`src/common/game_pkg.sv`:
```
package game_pkg;

    // target width is level + LEVEL_WIDTH_BASE
    localparam int LEVEL_WIDTH_BASE = 4;
    localparam int MAX_LEVEL = 3;
    localparam int SEC_W = 4;

    typedef enum logic [1:0]
    {
        GREET,
        PLAY,
        JUDGE,
        WIN
    } game_phase_e;

    typedef enum logic [1:0]
    {
        PIC_GREET,
        PIC_DIGIT,
        PIC_VICTORY
    } picture_e;

    // controller state as seen by the display side
    typedef struct packed
    {
        game_phase_e      phase;
        logic [1:0]       level;
        logic [SEC_W-1:0] seconds;
        picture_e         pic;
    } game_status_t;

    typedef struct packed
    {
        logic start;
        logic next;
    } button_evt_t;

    typedef struct packed
    {
        logic trigger;
        logic ok;
    } beep_evt_t;

endpackage
```
`src/verilog/game_top.sv`:
```
`timescale 1ns/1ps

module game_top
#(
    parameter int TICK_DIV      = 50_000_000,
    parameter int COUNT_SECONDS = 5,
    parameter int SCAN_DIV      = 50_000,
    parameter int TONE_DIV      = 25_000
)
(
    input  logic        clk,
    input  logic        sw,
    input  logic        start,
    input  logic        next,
    input  logic [6:0]  guess,
    output logic [15:0] led,
    output logic [7:0]  seg,
    output logic [7:0]  dig,
    output logic [7:0]  row,
    output logic [7:0]  colg,
    output logic [7:0]  colr,
    output logic        beep
);

    game_pkg::button_evt_t      evt;
    game_pkg::game_status_t     status;
    game_pkg::beep_evt_t        beep_evt;
    logic [game_pkg::SEC_W-1:0] seconds;
    logic                       cnt_load;
    logic                       cnt_over;

    // decode
    button_sync u_button_sync
    (
        .clk   (clk),
        .sw    (sw),
        .start (start),
        .next  (next),
        .evt   (evt)
    );

    // execute
    game_ctrl u_game_ctrl
    (
        .clk      (clk),
        .sw       (sw),
        .evt      (evt),
        .guess    (guess),
        .seconds  (seconds),
        .cnt_over (cnt_over),
        .cnt_load (cnt_load),
        .led      (led),
        .status   (status),
        .beep_evt (beep_evt)
    );

    countdown_timer #(.TICK_DIV(TICK_DIV), .COUNT_SECONDS(COUNT_SECONDS)) u_countdown_timer
    (
        .clk      (clk),
        .sw       (sw),
        .cnt_load (cnt_load),
        .seconds  (seconds),
        .cnt_over (cnt_over)
    );

    // result
    seg_scan #(.SCAN_DIV(SCAN_DIV)) u_seg_scan
    (
        .clk    (clk),
        .sw     (sw),
        .status (status),
        .seg    (seg),
        .dig    (dig)
    );

    matrix_show #(.SCAN_DIV(SCAN_DIV)) u_matrix_show
    (
        .clk    (clk),
        .sw     (sw),
        .status (status),
        .row    (row),
        .colg   (colg),
        .colr   (colr)
    );

    beep_gen #(.TICK_DIV(TICK_DIV), .TONE_DIV(TONE_DIV)) u_beep_gen
    (
        .clk      (clk),
        .sw       (sw),
        .beep_evt (beep_evt),
        .beep     (beep)
    );

endmodule

```
`src/display/beep_gen.sv`:
```
`timescale 1ns/1ps

module beep_gen
#(
    parameter int TICK_DIV = 50_000_000,
    parameter int TONE_DIV = 25_000
)
(
    input  logic                clk,
    input  logic                sw,
    input  game_pkg::beep_evt_t beep_evt,
    output logic                beep
);

    localparam int DUR_W    = $clog2(TICK_DIV + 1);
    localparam int TONE_W   = $clog2(TONE_DIV + 1);
    localparam int HIGH_DIV = (TONE_DIV / 2 > 0) ? TONE_DIV / 2 : 1;

    logic [DUR_W-1:0]  dur;
    logic [TONE_W-1:0] tone_cnt;
    logic [TONE_W-1:0] tone_lim;
    logic              high;

    // correct guess plays an octave up
    assign tone_lim = high ? TONE_W'(HIGH_DIV - 1) : TONE_W'(TONE_DIV - 1);

    always_ff @(posedge clk or posedge sw)
    begin
        if (sw)
        begin
            dur      <= '0;
            tone_cnt <= '0;
            high     <= 1'b0;
            beep     <= 1'b0;
        end
        else if (beep_evt.trigger)
        begin
            dur      <= DUR_W'(TICK_DIV);
            tone_cnt <= '0;
            high     <= beep_evt.ok;
        end
        else if (dur != '0)
        begin
            dur <= dur - 1'b1;
            if (tone_cnt == tone_lim)
            begin
                tone_cnt <= '0;
                beep     <= ~beep;
            end
            else
            begin
                tone_cnt <= tone_cnt + 1'b1;
            end
        end
        else
        begin
            // silent between beeps
            tone_cnt <= '0;
            beep     <= 1'b0;
        end
    end

endmodule

```
`src/display/matrix_show.sv`:
```
`timescale 1ns/1ps

module matrix_show
#(
    parameter int SCAN_DIV = 50_000
)
(
    input  logic                   clk,
    input  logic                   sw,
    input  game_pkg::game_status_t status,
    output logic [7:0]             row,
    output logic [7:0]             colg,
    output logic [7:0]             colr
);

    localparam int DIV_W = $clog2(SCAN_DIV + 1);
    // top row in the high byte
    localparam logic [63:0] GREET_ROM   = 64'h3c42_a581_a599_423c;
    localparam logic [63:0] VICTORY_ROM = 64'h0001_0204_8850_2000;

    logic [DIV_W-1:0] div_cnt;
    logic [2:0]       cur_row;
    logic [2:0]       next_row;
    logic [7:0]       pattern;

    // 3x5 font, rows 1 to 5, centred in the 8 columns
    function automatic logic [7:0] digit_row(input logic [3:0] d, input logic [2:0] rr);
        logic [14:0] g;
        logic [2:0]  bits;
        case (d)
            4'd0: g = 15'b111_101_101_101_111;
            4'd1: g = 15'b010_110_010_010_111;
            4'd2: g = 15'b111_001_111_100_111;
            4'd3: g = 15'b111_001_111_001_111;
            4'd4: g = 15'b101_101_111_001_001;
            4'd5: g = 15'b111_100_111_001_111;
            4'd6: g = 15'b111_100_111_101_111;
            4'd7: g = 15'b111_001_001_001_001;
            4'd8: g = 15'b111_101_111_101_111;
            4'd9: g = 15'b111_101_111_001_111;
            default: g = 15'd0;
        endcase
        if (rr >= 3'd1 && rr <= 3'd5)
            bits = g[3 * (5 - int'(rr)) +: 3];
        else
            bits = 3'b000;
        return {2'b00, bits, 3'b000};
    endfunction

    assign next_row = cur_row + 3'd1;

    always_comb
    begin
        case (status.pic)
            game_pkg::PIC_GREET:   pattern = GREET_ROM[63 - 8 * int'(next_row) -: 8];
            game_pkg::PIC_VICTORY: pattern = VICTORY_ROM[63 - 8 * int'(next_row) -: 8];
            default:               pattern = digit_row(status.seconds, next_row);
        endcase
    end

    // row active low, columns active high
    always_ff @(posedge clk or posedge sw)
    begin
        if (sw)
        begin
            div_cnt <= '0;
            cur_row <= 3'd7;
            row     <= 8'hff;
            colg    <= 8'h00;
            colr    <= 8'h00;
        end
        else if (div_cnt == DIV_W'(SCAN_DIV - 1))
        begin
            div_cnt <= '0;
            cur_row <= next_row;
            row     <= ~(8'd1 << next_row);
            // pictures in green, the running seconds in red
            colg    <= (status.pic != game_pkg::PIC_DIGIT) ? pattern : 8'h00;
            colr    <= (status.pic == game_pkg::PIC_DIGIT) ? pattern : 8'h00;
        end
        else
        begin
            div_cnt <= div_cnt + 1'b1;
        end
    end

endmodule

```
`src/display/seg_scan.sv`:
```
`timescale 1ns/1ps

module seg_scan
#(
    parameter int SCAN_DIV = 50_000
)
(
    input  logic                   clk,
    input  logic                   sw,
    input  game_pkg::game_status_t status,
    output logic [7:0]             seg,
    output logic [7:0]             dig
);

    localparam int DIV_W = $clog2(SCAN_DIV + 1);

    logic [DIV_W-1:0] div_cnt;
    logic [2:0]       pos;
    logic [3:0]       value;
    logic             blank;

    // active high pattern, bit 0 is segment a
    function automatic logic [6:0] seg_table(input logic [3:0] v);
        case (v)
            4'h0: return 7'h3f;
            4'h1: return 7'h06;
            4'h2: return 7'h5b;
            4'h3: return 7'h4f;
            4'h4: return 7'h66;
            4'h5: return 7'h6d;
            4'h6: return 7'h7d;
            4'h7: return 7'h07;
            4'h8: return 7'h7f;
            4'h9: return 7'h6f;
            // longer countdowns fall into hex letters
            4'ha: return 7'h77;
            4'hb: return 7'h7c;
            4'hc: return 7'h39;
            4'hd: return 7'h5e;
            4'he: return 7'h79;
            default: return 7'h71;
        endcase
    endfunction

    // pos starts at 7 so the first step lands on digit 0
    always_ff @(posedge clk or posedge sw)
    begin
        if (sw)
        begin
            div_cnt <= '0;
            pos     <= 3'd7;
            dig     <= 8'hff;
        end
        else if (div_cnt == DIV_W'(SCAN_DIV - 1))
        begin
            div_cnt <= '0;
            pos     <= pos + 3'd1;
            dig     <= ~(8'd1 << (pos + 3'd1));
        end
        else
        begin
            div_cnt <= div_cnt + 1'b1;
        end
    end

    always_comb
    begin
        value = 4'd0;
        blank = 1'b1;
        case (pos)
            3'd0:
            begin
                if (status.phase != game_pkg::GREET)
                begin
                    value = {2'b00, status.level};
                    blank = 1'b0;
                end
            end
            3'd1:
            begin
                if (status.phase == game_pkg::PLAY || status.phase == game_pkg::JUDGE)
                begin
                    value = status.seconds;
                    blank = 1'b0;
                end
            end
            default:
            begin
                blank = 1'b1;
            end
        endcase
    end

    // active low, dp kept dark
    assign seg = blank ? 8'hff : ~{1'b0, seg_table(value)};

endmodule

```
`src/game_fsm/game_ctrl.sv`:
```
`timescale 1ns/1ps

module game_ctrl
(
    input  logic                       clk,
    input  logic                       sw,
    input  game_pkg::button_evt_t      evt,
    input  logic [6:0]                 guess,
    input  logic [game_pkg::SEC_W-1:0] seconds,
    input  logic                       cnt_over,
    output logic                       cnt_load,
    output logic [15:0]                led,
    output game_pkg::game_status_t     status,
    output game_pkg::beep_evt_t        beep_evt
);

    game_pkg::game_phase_e phase;
    game_pkg::picture_e    pic;
    logic [1:0]            level;
    logic [6:0]            target;
    logic [6:0]            lfsr;
    logic [6:0]            new_target;
    logic [2:0]            width;
    logic [7:0]            mask_w;
    logic [6:0]            mask;
    logic                  match;

    // x^7 + x^6 + 1, walks all 127 nonzero states
    always_ff @(posedge clk or posedge sw)
    begin
        if (sw)
            lfsr <= 7'h5a;
        else
            lfsr <= {lfsr[5:0], lfsr[6] ^ lfsr[5]};
    end

    // force a low bit so even a 5 bit target lights something
    assign new_target = {lfsr[6:1], lfsr[0] | (lfsr[4:0] == 5'd0)};

    assign width  = {1'b0, level} + 3'(game_pkg::LEVEL_WIDTH_BASE);
    assign mask_w = (8'd1 << width) - 8'd1;
    assign mask   = mask_w[6:0];
    assign match  = ((guess ^ target) & mask) == 7'd0;

    always_ff @(posedge clk or posedge sw)
    begin
        if (sw)
        begin
            phase    <= game_pkg::GREET;
            level    <= 2'd1;
            target   <= 7'd0;
            cnt_load <= 1'b0;
            beep_evt <= '0;
        end
        else
        begin
            cnt_load <= 1'b0;
            beep_evt <= '0;
            case (phase)
                game_pkg::JUDGE:
                begin
                    // single cycle, next is not looked at here
                    beep_evt.trigger <= 1'b1;
                    beep_evt.ok      <= match;
                    if (!match)
                    begin
                        phase    <= game_pkg::PLAY;
                        cnt_load <= 1'b1;
                    end
                    else if (level == 2'(game_pkg::MAX_LEVEL))
                    begin
                        phase <= game_pkg::WIN;
                    end
                    else
                    begin
                        phase    <= game_pkg::PLAY;
                        level    <= level + 2'd1;
                        target   <= new_target;
                        cnt_load <= 1'b1;
                    end
                end
                default:
                begin
                    if (evt.next)
                    begin
                        phase    <= game_pkg::PLAY;
                        level    <= 2'd1;
                        target   <= new_target;
                        cnt_load <= 1'b1;
                    end
                    // cnt_over is stale in the cycle the timer reloads
                    else if (phase == game_pkg::PLAY && evt.start && cnt_over && !cnt_load)
                    begin
                        phase <= game_pkg::JUDGE;
                    end
                end
            endcase
        end
    end

    // target only visible while memorizing
    always_ff @(posedge clk or posedge sw)
    begin
        if (sw)
            led <= 16'd0;
        else if (phase == game_pkg::PLAY && !cnt_over)
            led <= {9'd0, target & mask};
        else
            led <= 16'd0;
    end

    always_comb
    begin
        case (phase)
            game_pkg::GREET: pic = game_pkg::PIC_GREET;
            game_pkg::WIN:   pic = game_pkg::PIC_VICTORY;
            default:         pic = game_pkg::PIC_DIGIT;
        endcase
    end

    assign status.phase   = phase;
    assign status.level   = level;
    assign status.seconds = seconds;
    assign status.pic     = pic;

endmodule

```
`src/game_fsm/countdown_timer.sv`:
```
`timescale 1ns/1ps

module countdown_timer
#(
    parameter int TICK_DIV      = 50_000_000,
    parameter int COUNT_SECONDS = 5
)
(
    input  logic                       clk,
    input  logic                       sw,
    input  logic                       cnt_load,
    output logic [game_pkg::SEC_W-1:0] seconds,
    output logic                       cnt_over
);

    localparam int DIV_W = $clog2(TICK_DIV + 1);

    logic [DIV_W-1:0] div_cnt;

    always_ff @(posedge clk or posedge sw)
    begin
        if (sw)
        begin
            div_cnt <= '0;
            seconds <= '0;
        end
        else if (cnt_load)
        begin
            div_cnt <= '0;
            seconds <= game_pkg::SEC_W'(COUNT_SECONDS);
        end
        else if (seconds != '0)
        begin
            if (div_cnt == DIV_W'(TICK_DIV - 1))
            begin
                div_cnt <= '0;
                seconds <= seconds - 1'b1;
            end
            else
            begin
                div_cnt <= div_cnt + 1'b1;
            end
        end
    end

    // also high straight out of reset, the counter idles at zero
    assign cnt_over = (seconds == '0);

endmodule

```
`src/verilog/button_sync.sv`:
```
`timescale 1ns/1ps

module button_sync
(
    input  logic                 clk,
    input  logic                 sw,
    input  logic                 start,
    input  logic                 next,
    output game_pkg::button_evt_t evt
);

    // bit 1 is start, bit 0 is next, matching the struct order
    logic [1:0] raw;
    logic [1:0] sync1;
    logic [1:0] sync2;
    logic [1:0] prev;

    assign raw = {start, next};

    always_ff @(posedge clk or posedge sw)
    begin
        if (sw)
        begin
            sync1 <= 2'b00;
            sync2 <= 2'b00;
            prev  <= 2'b00;
            evt   <= '0;
        end
        else
        begin
            sync1 <= raw;
            sync2 <= sync1;
            prev  <= sync2;
            // rising edge only, so a held button fires once
            evt   <= game_pkg::button_evt_t'(sync2 & ~prev);
        end
    end

endmodule

```
`config.mk`:
```
export PLATFORM = sky130hd
export DESIGN_NAME = game_top
export DESIGN_NICKNAME = d
export VERILOG_FILES = /design/src/common/game_pkg.sv /design/src/verilog/game_top.sv /design/src/display/beep_gen.sv /design/src/display/matrix_show.sv /design/src/display/seg_scan.sv /design/src/game_fsm/game_ctrl.sv /design/src/game_fsm/countdown_timer.sv /design/src/verilog/button_sync.sv
export SDC_FILE = /design/constraint.sdc
export NUM_CORES = 1
export LEC_CHECK = 0
export BUFFER_PORTS_ARGS = -buffer_cell sky130_fd_sc_hd__buf_4
export CORE_MARGIN = 5
export CORE_UTILIZATION = 61
export CTS_CLUSTER_DIAMETER = 40
export DETAILED_ROUTE_END_ITERATION = 16
export PLACE_DENSITY = 0.82
export SYNTH_ARGS = -nofsm -noshare
export SYNTH_HDL_FRONTEND = slang
export SYNTH_SLANG_ARGS = --single-unit
```
`constraint.sdc`:
```
create_clock -name clk -period 5.4 [get_ports clk]
set_input_delay 0 -clock clk [delete_from_list [all_inputs] [get_ports clk]]
set_output_delay 0 -clock clk [all_outputs]
set_load 0.01 [all_outputs]
```
After elaboration in Yosys (flattened, before gate mapping)
Memories as Yosys holds them, arrays and structs flattened.
Index checks and enable logic that the tools add are counted.
{ "totals": {"register_bits": 179, "latch_bits": 0, "mem_bits_rw": 0, "romBits": 352, "out_inout_bits": 57, "word_cells": 152, "mem_count": 2} }
{ "op_classes": {"n_addsub": 13, "mul": 1, "div": 0, "magnitude_cmp": 2, "n_eq_ne": 15, "n_shift": 6, "n_mux": 48, "bitwise_logic": 12, "reduce_logical": 26} }
{ "memory_table": {"columns": ["memory", "depth", "word_bits", "rd", "rd_clocked_by_memory_dff", "write_ports", "line_no", "text"], "rows": [
  ["(no name shown)", 16, 15, 1, 0, 0, "matrix_show.sv:30", "case (d)"],
  ["(no name shown)", 16, 7, 1, 0, 0, "seg_scan.sv:24", "case (v)"]
]} }
{ "op_table": {"columns": ["operator", "n"], "rows": [
  ["indexed part select 71 x 32 -> 8 bit, first input constant", 2],
  ["two-way mux 26 bit", 5],
  ["two-way mux 15 bit", 5],
  ["two-way mux 7 bit", 5],
  ["adder 16 x 1 -> 16 bit, second input constant", 2],
  ["== test 16 bit, second input constant", 2],
  ["multiplier 3 x 32 -> 32 bit, first input constant", 1],
  ["two-way mux 16 bit", 2],
  ["indexed part select 15 x 32 -> 3 bit", 1],
  ["adder 26 x 1 -> 26 bit, second input constant", 1],
  ["== test 26 bit, second input constant", 1],
  ["nonzero test 26 bit", 1],
  ["subtractor 26 x 1 -> 26 bit, second input constant", 1],
  ["two-way mux 8 bit", 3],
  ["two-way mux 2 bit", 11],
  ["two-way mux 4 bit", 4],
  ["NOT 8 bit", 2],
  ["case mux 8 bit (2 select lines)", 1],
  ["<< shifter 1 x 3 -> 8 bit, first input constant", 2],
  ["adder 15 x 1 -> 15 bit, second input constant", 1],
  ["== test 15 bit", 1],
  ["AND 7 bit", 2],
  ["nonzero test 2 bit", 5],
  ["== test 2 bit, second input constant", 4],
  ["other kinds (39)", 58]
]} }

Depth between registers and ports, before layout
Gate-level depths: netlist of run 1.
{ "depth": {"ltp_word": 9, "depth_mapped": 15, "mapped_depth_nobuf": 13} }

By module
A second synthesis of run 1 with hierarchy kept.
{ "hier_totals": {"hier_cells": 1045, "hier_area_um2": 10087.2} }
{ "modules_own_cells": {"columns": ["module", "n_inst", "cells_per_inst", "area_each_um2", "seq_area_each_um2"], "rows": [
  ["matrix_show", 1, 317, 2836.5, 1089.8],
  ["beep_gen", 1, 236, 2287.2, 1076.0],
  ["countdown_timer", 1, 207, 1789.2, 750.7],
  ["seg_scan", 1, 172, 1660.3, 689.4],
  ["game_ctrl", 1, 102, 1282.5, 706.9],
  ["button_sync", 1, 11, 231.5, 200.2]
]} }

Least setup slack after synthesis of run 1
Ideal clock, no wire load.
{ "synth_path": {"path_kind": "register -> register", "startpoint": "register u_matrix_show.cur_row[0]", "endpoint": "register u_matrix_show.colg[4]", "setup_time_ns": 0.082, "t_arrival_ns": 3.588, "required_ns": 5.318, "slack_ns": 1.730, "stages_incl_launch_ff": 16, "path_cell_list": "dfstp_2 -> clkbuf_1 -> clkbuf_1 -> inv_1 -> ha_1 -> inv_1 -> ha_1 -> xor2_1 -> and2_1 -> ha_1 -> a21oi_1 -> a31oi_1 -> a31oi_1 -> o2111ai_1 -> o22a_1 -> a31oi_1"} }
{ "synth_via": {"elab_chain_cells": 7} }
{ "synth_rtl": {"columns": ["item", "line_no", "text"], "rows": [
  ["start: declaration", "matrix_show.sv:22", "logic [2:0] cur_row;"],
  ["start signal: assignment", "matrix_show.sv:75", "cur_row <= next_row;"],
  ["adder 3 x 1 -> 3 bit *", "matrix_show.sv:50", "assign next_row = cur_row + 3'd1;"],
  ["named net u_matrix_show.next_row[0]", "matrix_show.sv:23", "logic [2:0] next_row;"],
  ["subtractor 3 x 3 -> 4 bit", "matrix_show.sv:44", "bits = g[3 * (5 - int'(rr)) +: 3];"],
  ["multiplier 3 x 32 -> 32 bit", "matrix_show.sv:44", null],
  ["indexed part select 15 x 32 -> 3 bit", "matrix_show.sv:44", null],
  ["two-way mux 3 bit", "matrix_show.sv:43", "if (rr >= 3'd1 && rr <= 3'd5)"],
  ["case mux 8 bit (2 select lines) *", "matrix_show.sv:54", "case (status.pic)"],
  ["two-way mux 8 bit *", "matrix_show.sv:78", "colg <= (status.pic != game_pkg::PIC_DIGIT) ? pattern : 8'h00;"],
  ["end signal: assignment", "matrix_show.sv:78", null],
  ["end: declaration", "matrix_show.sv:12", "output logic [7:0] colg,"]
]} }
Mark *: on every way through the listed nets, which the timed path passes. The rest lies on a longest branch.
A chain may end at the register's enable or synchronous reset.

Worst setup path after layout of run 1
{ "layout_path": {"startpoint": "register u_matrix_show.cur_row[0]", "endpoint": "register u_matrix_show.colr[4]"} }
{ "layout_via": {"elab_chain_cells": 7} }
{ "layout_rtl": {"columns": ["item", "line_no", "text"], "rows": [
  ["adder 3 x 1 -> 3 bit *", "matrix_show.sv:50", null],
  ["named net u_matrix_show.next_row[0]", "matrix_show.sv:23", null],
  ["subtractor 3 x 3 -> 4 bit", "matrix_show.sv:44", null],
  ["multiplier 3 x 32 -> 32 bit", "matrix_show.sv:44", null],
  ["indexed part select 15 x 32 -> 3 bit", "matrix_show.sv:44", null],
  ["two-way mux 3 bit", "matrix_show.sv:43", null],
  ["case mux 8 bit (2 select lines) *", "matrix_show.sv:54", null],
  ["two-way mux 8 bit *", "matrix_show.sv:79", "colr <= (status.pic == game_pkg::PIC_DIGIT) ? pattern : 8'h00;"],
  ["end signal: assignment", "matrix_show.sv:79", null],
  ["end: declaration", "matrix_show.sv:13", "output logic [7:0] colr"]
]} }
Marked as above.

==> results.md, run 1 <==
* CTS tree: built
* Startpoint types: flop
* CP Capture Type: flop
* Die area at 18200 um^2
* Complex-gate fraction of the synthesized area at 10.2%
* Commonest non-fill, non-tap cell in the layout: dfrtp_1
* EDFF count, synth at 0
* Num CTS Buffers at 17
* Worst slew margin at 35.5%
* Post-detail-place hpwl at 13300 um
* RSZ-0062 raised after global routing: no
* Async SR Flop Fraction at 100%
* Critical path arrival at 4420 ps
* Port buffer count at 57
* Critical Path RT at 5740 ps
* Layout fillers at 1144
* Static Leak at 4.76 nW
* Worst-path clk slew at 70 ps
* Max_cap viols at 0
* All-Layer GR Usage at 22.3%
* Layout cells sized above 1 at 13.8%
* Buffer count from post-CTS setup fixing at 0
* Reg area at 4510 um^2
* Clk_skew at 10.6 ps
* Post-synth cell types at 70
* Synth Area in Adders at 5.92%
* First-pass DRT Iterations at 5
* Initial Util at 62.3%
* DR WL/cell at 15.2 um
* Global route overflow at 0
* Final Hold Fails at 0
* Via count at 7156
* Gpl congestion at 0.906
* Total number of H-tree levels at 4
* Fin nets at 1088
* Initial DRC Count at 537
* Fin cells at 1256
* Main combinational cell family by area after synthesis: simple AND/OR/NAND/NOR gates
* Placed cell count at 1220
* PostCTS Resize Cnt at 0
* Die span in x at 135 um
* Min-Delay Path Class: in2reg
* Clk Tree Root Cell: clkbuf_16
* VDD IR max at 0.286 mV
* Synth top area share at 40.0%
* Drt total wl at 19100 um
* Final Max Tran Viols at 0
* Vias in the first global route at 6858
* Detail Route Antenna Nets at 0
* Status: finished clean
* I/O pin total at 68
* P&R area growth vs syn at 12.0%
* Latest clock arrival within the worst-skew pair at 440 ps
* Dominant synthesized flop cell: dfrtp_1
* Hold buffers post-CTS at 4
* Die H at 135 um
* Mux contribution to synthesized area at 1.58%
* Cell taking the most area after synthesis: dfrtp_1
* Multi-input logic area at 4680 um^2
* Row count at 45
* PwrDens at 305 nW/um^2
* Most frequent cells in the layout: dfrtp_1 (152), nor2_1 (124), nand2_1 (85)
* First-pass GRT wire length at 33500 um
* F_max at 0.245 GHz
* Sequential share of the synthesized area at 47.5%
* Clock Sinks at 179
* Syn_area_per_cell at 9.66 um^2
* Via-to-Cell Ratio at 5.70
* Worst-path maximum fanout at 23
* # diodes at 0
* Core ar. at 15300 um^2
* DRC viols at 0
* Clk buf depth at 2
* Setup TNS at 0 ps
* Gate Count Post-Synth at 984
* Simple-Gate Fraction of Synth Area at 22.6%
* Synth area leaders: dfrtp_1 (40%), dfstp_2 (7.5%), ha_1 (5.9%)
* Register bit total from synthesis at 179
* Largest net degree at the start of global routing at 84
* Synth Cell Area at 9510 um^2
* Synth Area in XOR/XNOR at 8.48%
* Kind of critical path: reg2reg
* Finish-stage setup viols at 0
* Synthesis warning total at 0
* Worst hold margin at 33.2 ps
* Initial antenna violation count at 0
* Slew at the pin closest to its max-slew limit at 968 ps
* Minimum clock period at 4080 ps
* Final Cycle Share at 75.5%
worst paths after layout:
path / startpoint / to / slack (ps) / cells past startpoint
min in group asynchronous: sw / u_matrix_show.div_cnt[11] / 250 / 3
setup reg to reg: u_matrix_show.cur_row[0] / u_matrix_show.colr[4] / 1320 / 13
max in group asynchronous: sw / u_countdown_timer.div_cnt[7] / 4020 / 4
setup / recovery: u_matrix_show.cur_row[0] / u_matrix_show.colr[4] / 1320 / 13
hold reg to reg: u_button_sync.sync1[1] / u_button_sync.sync2[1] / 350 / 0
hold / removal: guess[3] / u_game_ctrl.beep_evt[0] / 30 / 5
cell usage after synthesis (9+ instances only):
| cell type | count |
|---|---|
| nand4_1 | 11 |
| clkbuf_1 | 28 |
| nand2_1 | 85 |
| dfrtp_1 | 152 |
| ha_1 | 45 |
| nor2b_1 | 10 |
| inv_1 | 34 |
| o21ai_0 | 40 |
| dfstp_2 | 27 |
| and2_1 | 9 |
| xor2_1 | 47 |
| and3_1 | 19 |
| nor3_1 | 30 |
| xnor2_1 | 45 |
| nand3_1 | 49 |
| nor2_1 | 124 |
| a21oi_1 | 33 |
| a31oi_1 | 27 |
| buf_4 | 10 |
| nor4_1 | 9 |
| nand2b_1 | 16 |
logic make-up (layout without fill, tap and decap cells):
group                    after synthesis  after routing
AO/OA/AOI/OAI                        150            150
XOR/XNOR                              92             92
adder cells (fa/ha/maj)               45             45
buffers and inverters                 79            132
flip-flops                           179            179
multiplexers                          14             14
other                                  2             10
AND/OR/NAND/NOR                      423            423
layer usage:
metal | GRT usage, % | routed length [um] | up-vias
met4 | 6.67 | 297 | 0
met5 | 0 | 0 | -
met3 | 3.69 | 786 | 28
met2 | 35.0 | 9120 | 151
li1 | - | - | 3511
met1 | 32.2 | 8920 | 3466
stage by stage:
step / area (um^2) / power, mW / utilization [%] / setup slack, ps
2_1_floorplan: 9540 / 1.96 / - / 586
3_3_place_gp: 10100 / 2.09 / 65.9 / 1490
3_5_place_dp: 10100 / 2.10 / 65.9 / 1380
4_1_cts: 10700 / 3.27 / 69.8 / 1340
5_1_grt: 10700 / 3.41 / 69.8 / 1010
6_report: 10700 / 3.25 / 69.8 / 1320
worst max-delay path: stages (launching register included):
cell and delay (ps):
dfstp_2 810, inv_1 240, ha_1 640, inv_1 190
ha_1 360, xor2_1 150, and2_1 180, ha_1 170
a21oi_1 230, a31oi_1 70, a31oi_1 380, o2111ai_1 180
o22a_1 250, o21ai_0 140
flip-flops by register name (all words and copies together), names as in the netlist, 2 cells and up:
| name | flops |
|---|---|
| u_beep_gen.dur | 26 |
| u_countdown_timer.div_cnt | 26 |
| u_matrix_show.div_cnt | 16 |
| u_seg_scan.div_cnt | 16 |
| u_beep_gen.tone_cnt | 15 |
| u_matrix_show.colg | 8 |
| u_matrix_show.colr | 8 |
| u_matrix_show.row | 8 |
| u_seg_scan.dig | 8 |
| u_game_ctrl.led | 7 |
| u_game_ctrl.lfsr | 7 |
| u_game_ctrl.target | 7 |
| u_countdown_timer.seconds | 4 |
| u_matrix_show.cur_row | 3 |
| u_seg_scan.pos | 3 |
| u_button_sync.evt | 2 |
| u_button_sync.prev | 2 |
| u_button_sync.sync1 | 2 |
| u_button_sync.sync2 | 2 |
| u_game_ctrl.beep_evt | 2 |
| u_game_ctrl.level | 2 |
| u_game_ctrl.phase | 2 |
power by group:
part / leakage [nW] / internal, mW / switching, mW
logic: 2.26 / 0.222 / 0.297
clock network: 0.261 / 0.623 / 0.535
registers: 2.23 / 1.44 / 0.130
total: 4.76 / 2.29 / 0.962
cell type report:
type / instances / area share, %
flip-flops and latches: 179 / 42.4
repair buffers: 66 / 4.75
inverters: 34 / 1.25
clock buffers: 21 / 4.32
clock inverters: 11 / 0.869
multi-input cells: 734 / 44.0
well taps: 211 / 2.48
Note: power is estimated with default switching activity, not from simulation.
==> run 2, diff against run 1 <==
ABC_AREA = 1   (was unset)
CORE_UTILIZATION = 55   (was 61)
PLACE_DENSITY = 0.77   (was 0.82)
clock period = 3.5 ns   (was 5.4 ns; I/O delays follow)
==> run 2 against run 1 <==
  * Hold slack improved by 47 ps
  * Synthesized cell count up 28%
  * Register-to-register slack got worse by 830 ps
  * Count of clock-buffer cells in the layout is 4 lower
  * Cell count grew 25%
  * Utilization down 6.7 points
  * Sequential cell count unchanged
  * Largest power group unchanged
  * Clock power is 61% higher
  * Via count increased by 16%
  * Cell area up 6.5%
  * Critical path depth is 1 higher
  * Wire length increased by 8.4%
==> results.md, run 2 <==
* Status: finished clean
* Met1 usage at 25.6%
* Drt total wl at 20700 um
* Initial Util at 56.0%
* Critical Path RT at 3880 ps
* # diodes at 0
* Layout cells sized above 1 at 13.0%
* Gr busiest metal: met2
* Max_cap viols at 0
* Die area at 21100 um^2
* I/O pin total at 68
* Worst-path maximum fanout at 9
* Slowest cell on crit path: dfstp_2
* Placed cell count at 1533
* Critical path arrival at 3380 ps
* RSZ-0062 raised after global routing: no
* Via count at 8329
* Synth area leaders: dfrtp_1 (38%), nand2_1 (9.6%), dfstp_2 (7.1%)
* Synthesis warning total at 0
* PostCTS Resize Cnt at 0
* PwrDens at 472 nW/um^2
* M3 GR Usage at 4.12%
* F_max at 0.333 GHz
* Setup TNS at 0 ps
* Finish-stage setup viols at 0
* Static Leak at 5.55 nW
* Synth Cell Area at 10100 um^2
* Gate Count Post-Synth at 1260
* Num CTS Buffers at 17
* Global Route met2 Usage at 34.6%
* First-pass DRT Iterations at 5
* CP bufs+invs at 3
* Slew at the pin closest to its max-slew limit at 1030 ps
* First-pass GRT wire length at 36400 um
* EDFF count, synth at 0
* Global route overflow at 0
* Core ar. at 18000 um^2
* Final Cycle Share at 85.9%
* Die span in x at 145 um
* Clk_skew at 12.0 ps
* Worst slew margin at 31.5%
* Largest regs: u_beep_gen.dur (26), u_countdown_timer.div_cnt (26)
* Worst path cell trace: inv_1, ha_1, clkinv_1, ha_1, nand2_1, nand2_1, nor2_1, ha_1, inv_1, nor4_1, nand3_1, a21oi_1, nand3_1, nand2_1
* Largest net degree at the start of global routing at 180
* Die H at 145 um
* DR WL/cell at 13.2 um
* Layout fillers at 1557
* Clk Tree Root Cell: clkbuf_16
* Worst-path clk slew at 70 ps
* Post-synth top cells: nand2_1 (257), nor2_1 (173), inv_1 (161)
* Synth top area share at 37.8%
* Vias in the first global route at 7921
* Commonest non-fill, non-tap cell in the layout: nand2_1
* Cell taking the most area after synthesis: dfrtp_1
* Row count at 49
* Total number of H-tree levels at 4
* CP Capture Type: flop
* Sequential share of the synthesized area at 44.9%
* Initial antenna violation count at 0
* Kind of critical path: reg2reg
* Port buffer count at 57
* Clk buf depth at 2
* All-Layer GR Usage at 20.1%
* Final Hold Fails at 0
* Async SR Flop Fraction at 100%
* Startpoint types: flop
* Via-to-Cell Ratio at 5.30
* Clock Sinks at 179
* DRC viols at 0
* P&R area growth vs syn at 12.8%
* Dominant synthesized flop cell: dfrtp_1
* Gpl congestion at 0.885
* Min-Delay Path Class: in2reg
* Kind of cell adding the most delay to the critical path: adder cells
* Max incr delay on CP at 600 ps
* Most frequent cell after synthesis: nand2_1
* Register bit total from synthesis at 179
* Initial DRC Count at 471
* Syn_area_per_cell at 7.98 um^2
* Final Max Tran Viols at 0
* Latest clock arrival within the worst-skew pair at 440 ps
* VDD IR max at 0.456 mV
* CTS tree: built
* Buffer count from post-CTS setup fixing at 0
* Fin cells at 1571
* Post-detail-place hpwl at 15000 um
* Minimum clock period at 3010 ps
* Most frequent cells in the layout: nand2_1 (257), nor2_1 (173), inv_1 (160)
* Fin nets at 1385
* Post-synth cell types at 51
* Detail Route Antenna Nets at 0
[run 2: cell count changes after synthesis, moves of 25 or more]
cell | before | now
nand2_1 | 85 | 257
inv_1 | 34 | 161
nor2_1 | 124 | 173
nand3_1 | 49 | 85
xnor2_1 | 45 | 15
a21oi_1 | 33 | 58
[run 2: routing by layer]
| metal | part of all wire (%) | routed length, um |
|---|---|---|
| met1 | 44 | 9040 |
| met2 | 50 | 10400 |
| met4 | 1.9 | 390 |
| met5 | 0 | 0 |
| met3 | 4.2 | 866 |
[run 2: stage by stage]
step	utilization [%]	total power, mW	cell area, um^2	hold slack [ps]	setup slack, ps
2_1_floorplan	-	3.27	10100	31.4	384
3_3_place_gp	59.6	3.48	10700	110	657
3_5_place_dp	59.6	3.51	10700	111	561
4_1_cts	63.1	5.40	11300	79.5	467
5_1_grt	63.1	5.70	11300	126	244
6_report	63.1	5.35	11300	80.6	493
[run 2: timing repair]
| action | CTS | global route |
|---|---|---|
| endpoints found under the setup margin | 0 | 0 |
| hold buffers | 6 | 0 |
| endpoints found under the hold margin | 155 | 0 |
[run 2: cell families (layout without fill, tap and decap cells)]
group	count (synthesis)	count (layout)	share of synthesized area [%]
AO/OA/AOI/OAI	163	163	9.18
XOR/XNOR	47	47	4.09
adder cells (fa/ha/maj)	45	45	5.60
buffers and inverters	202	276	8.34
flip-flops	179	179	44.9
other	2	10	0.0747
AND/OR/NAND/NOR	622	622	27.8
[run 2: path summary, 6_finish.rpt]
check / start / end / slack [ps] / depth (start not counted)
setup / recovery: u_matrix_show.cur_row[0] / u_matrix_show.colr[5] / 490 / 14
hold / removal: guess[4] / u_game_ctrl.level[1] / 80 / 6
setup reg to reg: u_matrix_show.cur_row[0] / u_matrix_show.colr[5] / 490 / 14
hold reg to reg: u_button_sync.sync1[1] / u_button_sync.sync2[1] / 350 / 0
max in group asynchronous: sw / u_countdown_timer.div_cnt[7] / 2320 / 4
min in group asynchronous: sw / u_seg_scan.div_cnt[6] / 340 / 4
[run 2: area by class of cell]
type,instances,area (um^2),share of cell area [%]
inverters,172,654,5.77
clock inverters,15,158,1.39
flip-flops and latches,179,4510,39.8
well taps,229,287,2.53
clock buffers,17,425,3.75
multi-input cells,887,4740,41.8
repair buffers,72,568,5.01
[run 2: report_power, final]
part           switching [mW]  internal [mW]  total, mW
Sequential              0.185           2.22       2.41
Clock                   0.912          0.958       1.87
Combinational           0.688          0.384       1.07
[run 2: worst reg2reg max path: stages (launching register included)]
cell	delay, ps
dfstp_2	600
inv_1	70
ha_1	300
clkinv_1	210
ha_1	410
nand2_1	70
nand2_1	60
nor2_1	40
ha_1	380
inv_1	110
nor4_1	290
nand3_1	100
a21oi_1	150
nand3_1	90
nand2_1	60
==> run 3, diff against run 2 <==
--- a/config.mk
+++ b/config.mk
@@ -13,2 +13,3 @@
 export DETAILED_ROUTE_END_ITERATION = 16
+export MAX_ROUTING_LAYER = met4
 export PLACE_DENSITY = 0.77
==> constraint.sdc (replaced) <==
create_clock -name clk -period 3.5 [get_ports clk]
set_input_delay 0.175 -clock clk [delete_from_list [all_inputs] [get_ports clk]]
set_output_delay 0.175 -clock clk [all_outputs]
set_load 0.01 [all_outputs]
==> run 3 against run 2 <==
  * The flow now finishes with violations (negative hold slack)
  * Maximum frequency fell by 3.5%
  * Total power grew 1.6%
  * Cell count decreased by 0.25%
  * Hold slack got worse by 89 ps
  * Non-clock buffer count fell by 4
  * Register-to-register slack better by 70 ps
  * Die area unchanged
  * Wire length grew 2.0%
  * Via count shrank 0.68%
  * Count of clock-buffer cells in the layout increased by 1
  * Sequential cell count did not move
  * Sequential share of layout area grew 0.079 points
  * Largest cell class unchanged
==> results.md, run 3 (synthesized netlist as in run 2, its figures left out) <==
* Status: finished with violations
* Setup crit start: u_game_ctrl.phase[0]
* Finish-stage setup viols at 0
* Final Hold Fails at 3
* Failing checks: negative hold slack
* DRC viols at 0
* Kind of critical path: reg2out
* Total Power at 5.44 mW
* All-Layer GR Usage at 21.0%
* Max incr delay on CP at 460 ps
* Critical path arrival at 2940 ps
* Total number of H-tree levels at 4
* Clk_skew at 10.9 ps
* Worst path cell trace: inv_1, ha_1, inv_1, nor2_1, a22oi_1, inv_1, ha_1, nand2_1, o21ai_0, nand2_1, o311ai_1, buf_4
* Commonest non-fill, non-tap cell in the layout: nand2_1
* Clock Sinks at 179
* Worst slew margin at 33.0%
* Worst Reg-to-Reg Cells at 14
* Detail Route Antenna Nets at 0
* Die H at 145 um
* Part of the power in the clock network at 35.7%
* # diodes at 0
* Hold buffers post-CTS at 2
* Sw frac at 32.8%
* Largest net degree at the start of global routing at 180
* Core ar. at 18000 um^2
* Top cell by count, worst path: inv_1
* First-pass GRT wire length at 36800 um
* Critical Path RT at 3320 ps
* Port buffer count at 57
* Via count at 8272
* I/O pin total at 68
* Internal cell power at 3.65 mW
* Minimum clock period at 3120 ps
* Drt total wl at 21100 um
* Worst-path maximum fanout at 7
* CP endpoint: seg[5]
* Max_cap viols at 0
* Initial Util at 56.0%
* CTS tree: built
* First-pass DRT Iterations at 5
* Post-detail-place hpwl at 15100 um
* RSZ-0062 raised after global routing: no
* Clk buf depth at 2
* Worst-path clk slew at 80 ps
* DR WL/cell at 13.5 um
* PwrDens at 480 nW/um^2
* F_max at 0.321 GHz
* Most frequent cells in the layout: nand2_1 (257), nor2_1 (173), inv_1 (160)
* Flop pwr share at 44.3%
* Clk Tree Root Cell: clkbuf_16
* Vias in the first global route at 8000
* Fin area at 11300 um^2
* Placed Area at 10700 um^2
* Reg-to-Reg Start: u_matrix_show.cur_row[0]
* Latest clock arrival within the worst-skew pair at 440 ps
* R2R Setup Slk at 560 ps
* Largest regs: u_beep_gen.dur (26), u_countdown_timer.div_cnt (26)
* Row count at 49
* CP Capture Type: primary output
* Startpoint types: flop
* Num CTS Buffers at 17
* Worst hold margin at -7.99 ps
* Buffer count from post-CTS setup fixing at 0
* Fin nets at 1381
* R2r endpoint: u_matrix_show.colr[5]
* Min-Delay Path Class: in2async
* Slowest cell on crit path: a22oi_1
* Final Cycle Share at 89.1%
* PostCTS Resize Cnt at 0
* Layout cells sized above 1 at 13.1%
* Final Max Tran Viols at 0
* Global route overflow at 0
* Layout fillers at 1543
* Util after Layout at 63.0%
* VDD IR max at 0.398 mV
* Setup TNS at 0 ps
* Via-to-Cell Ratio at 5.28
* Switching power at 1.78 mW
* Die span in x at 145 um
* Gate power share at 20.0%
* Gpl congestion at 0.905
* Static Leak at 5.54 nW
* Initial antenna violation count at 0
* Initial DRC Count at 484
* Die area at 21100 um^2
* Slew at the pin closest to its max-slew limit at 1000 ps
* P&R area growth vs syn at 12.5%
## run 3: cell count changes in the layout (fill, tap and decap cells not counted), sizes merged
| cell | previous run | this run |
|---|---|---|
| bufinv | 0 | 1 |
| clkbuf | 17 | 18 |
| clkinvlp | 2 | 1 |
| dlygate4sd3 | 6 | 2 |
| inv | 175 | 174 |
## run 3: area by class of cell
cell class              instances  area, um^2  area share [%]
clock buffers                  18         439            3.88
well taps                     229         287            2.53
multi-input cells             887        4740            41.8
clock inverters                14         161            1.43
flip-flops and latches        179        4510            39.9
inverters                     172         654            5.78
repair buffers                 68         528            4.67
## run 3: through the flow
step	setup WS [ps]	hold slack, ps	instances
finish	383	-7.99	1567
global route	131	98.1	1567
CTS	377	75.4	1567
detailed placement	567	286	1533
global placement	663	285	1533
floorplan	384	206	1268
## run 3: metal layers
metal  part of all wire [%]  wire length (um)  global-route usage [%]
met1                     44              9220                    25.9
met2                     50             10700                    35.3
met4                    2.4               501                    6.95
met3                    3.6               765                    3.52
met5                      0                 0                       -
## run 3: critical path, delay by kind of cell, from the launching register on
kind	cells	cell delay [ps]
buffers and inverters	4	670
flip-flops	1	380
AO/OA/AOI/OAI	3	650
adder cells (fa/ha/maj)	2	530
AND/OR/NAND/NOR	3	280
## run 3: worst min path at each step
stage | startpoint | endpoint | slack (ps) | cells after the start
3_5_place_dp | start | u_button_sync.sync1[1] | 290 | 1
2_1_floorplan | next | u_button_sync.sync1[0] | 210 | 0
4_1_cts | sw | u_seg_scan.div_cnt[2] | 80 | 3
3_3_place_gp | start | u_button_sync.sync1[1] | 280 | 1
6_report | sw | u_seg_scan.div_cnt[2] | -8 | 3
5_1_grt | guess[0] | u_game_ctrl.beep_evt[0] | 100 | 4
## run 3: power groups by stage
stage          logic (mW)  registers [mW]  clock network [mW]
2_1_floorplan       0.889            2.38                   0
4_1_cts              1.09            2.41                1.98
3_5_place_dp         1.07            2.44                   0
5_1_grt              1.25            2.43                2.07
3_3_place_gp         1.05            2.44                   0
6_report             1.09            2.41                1.94
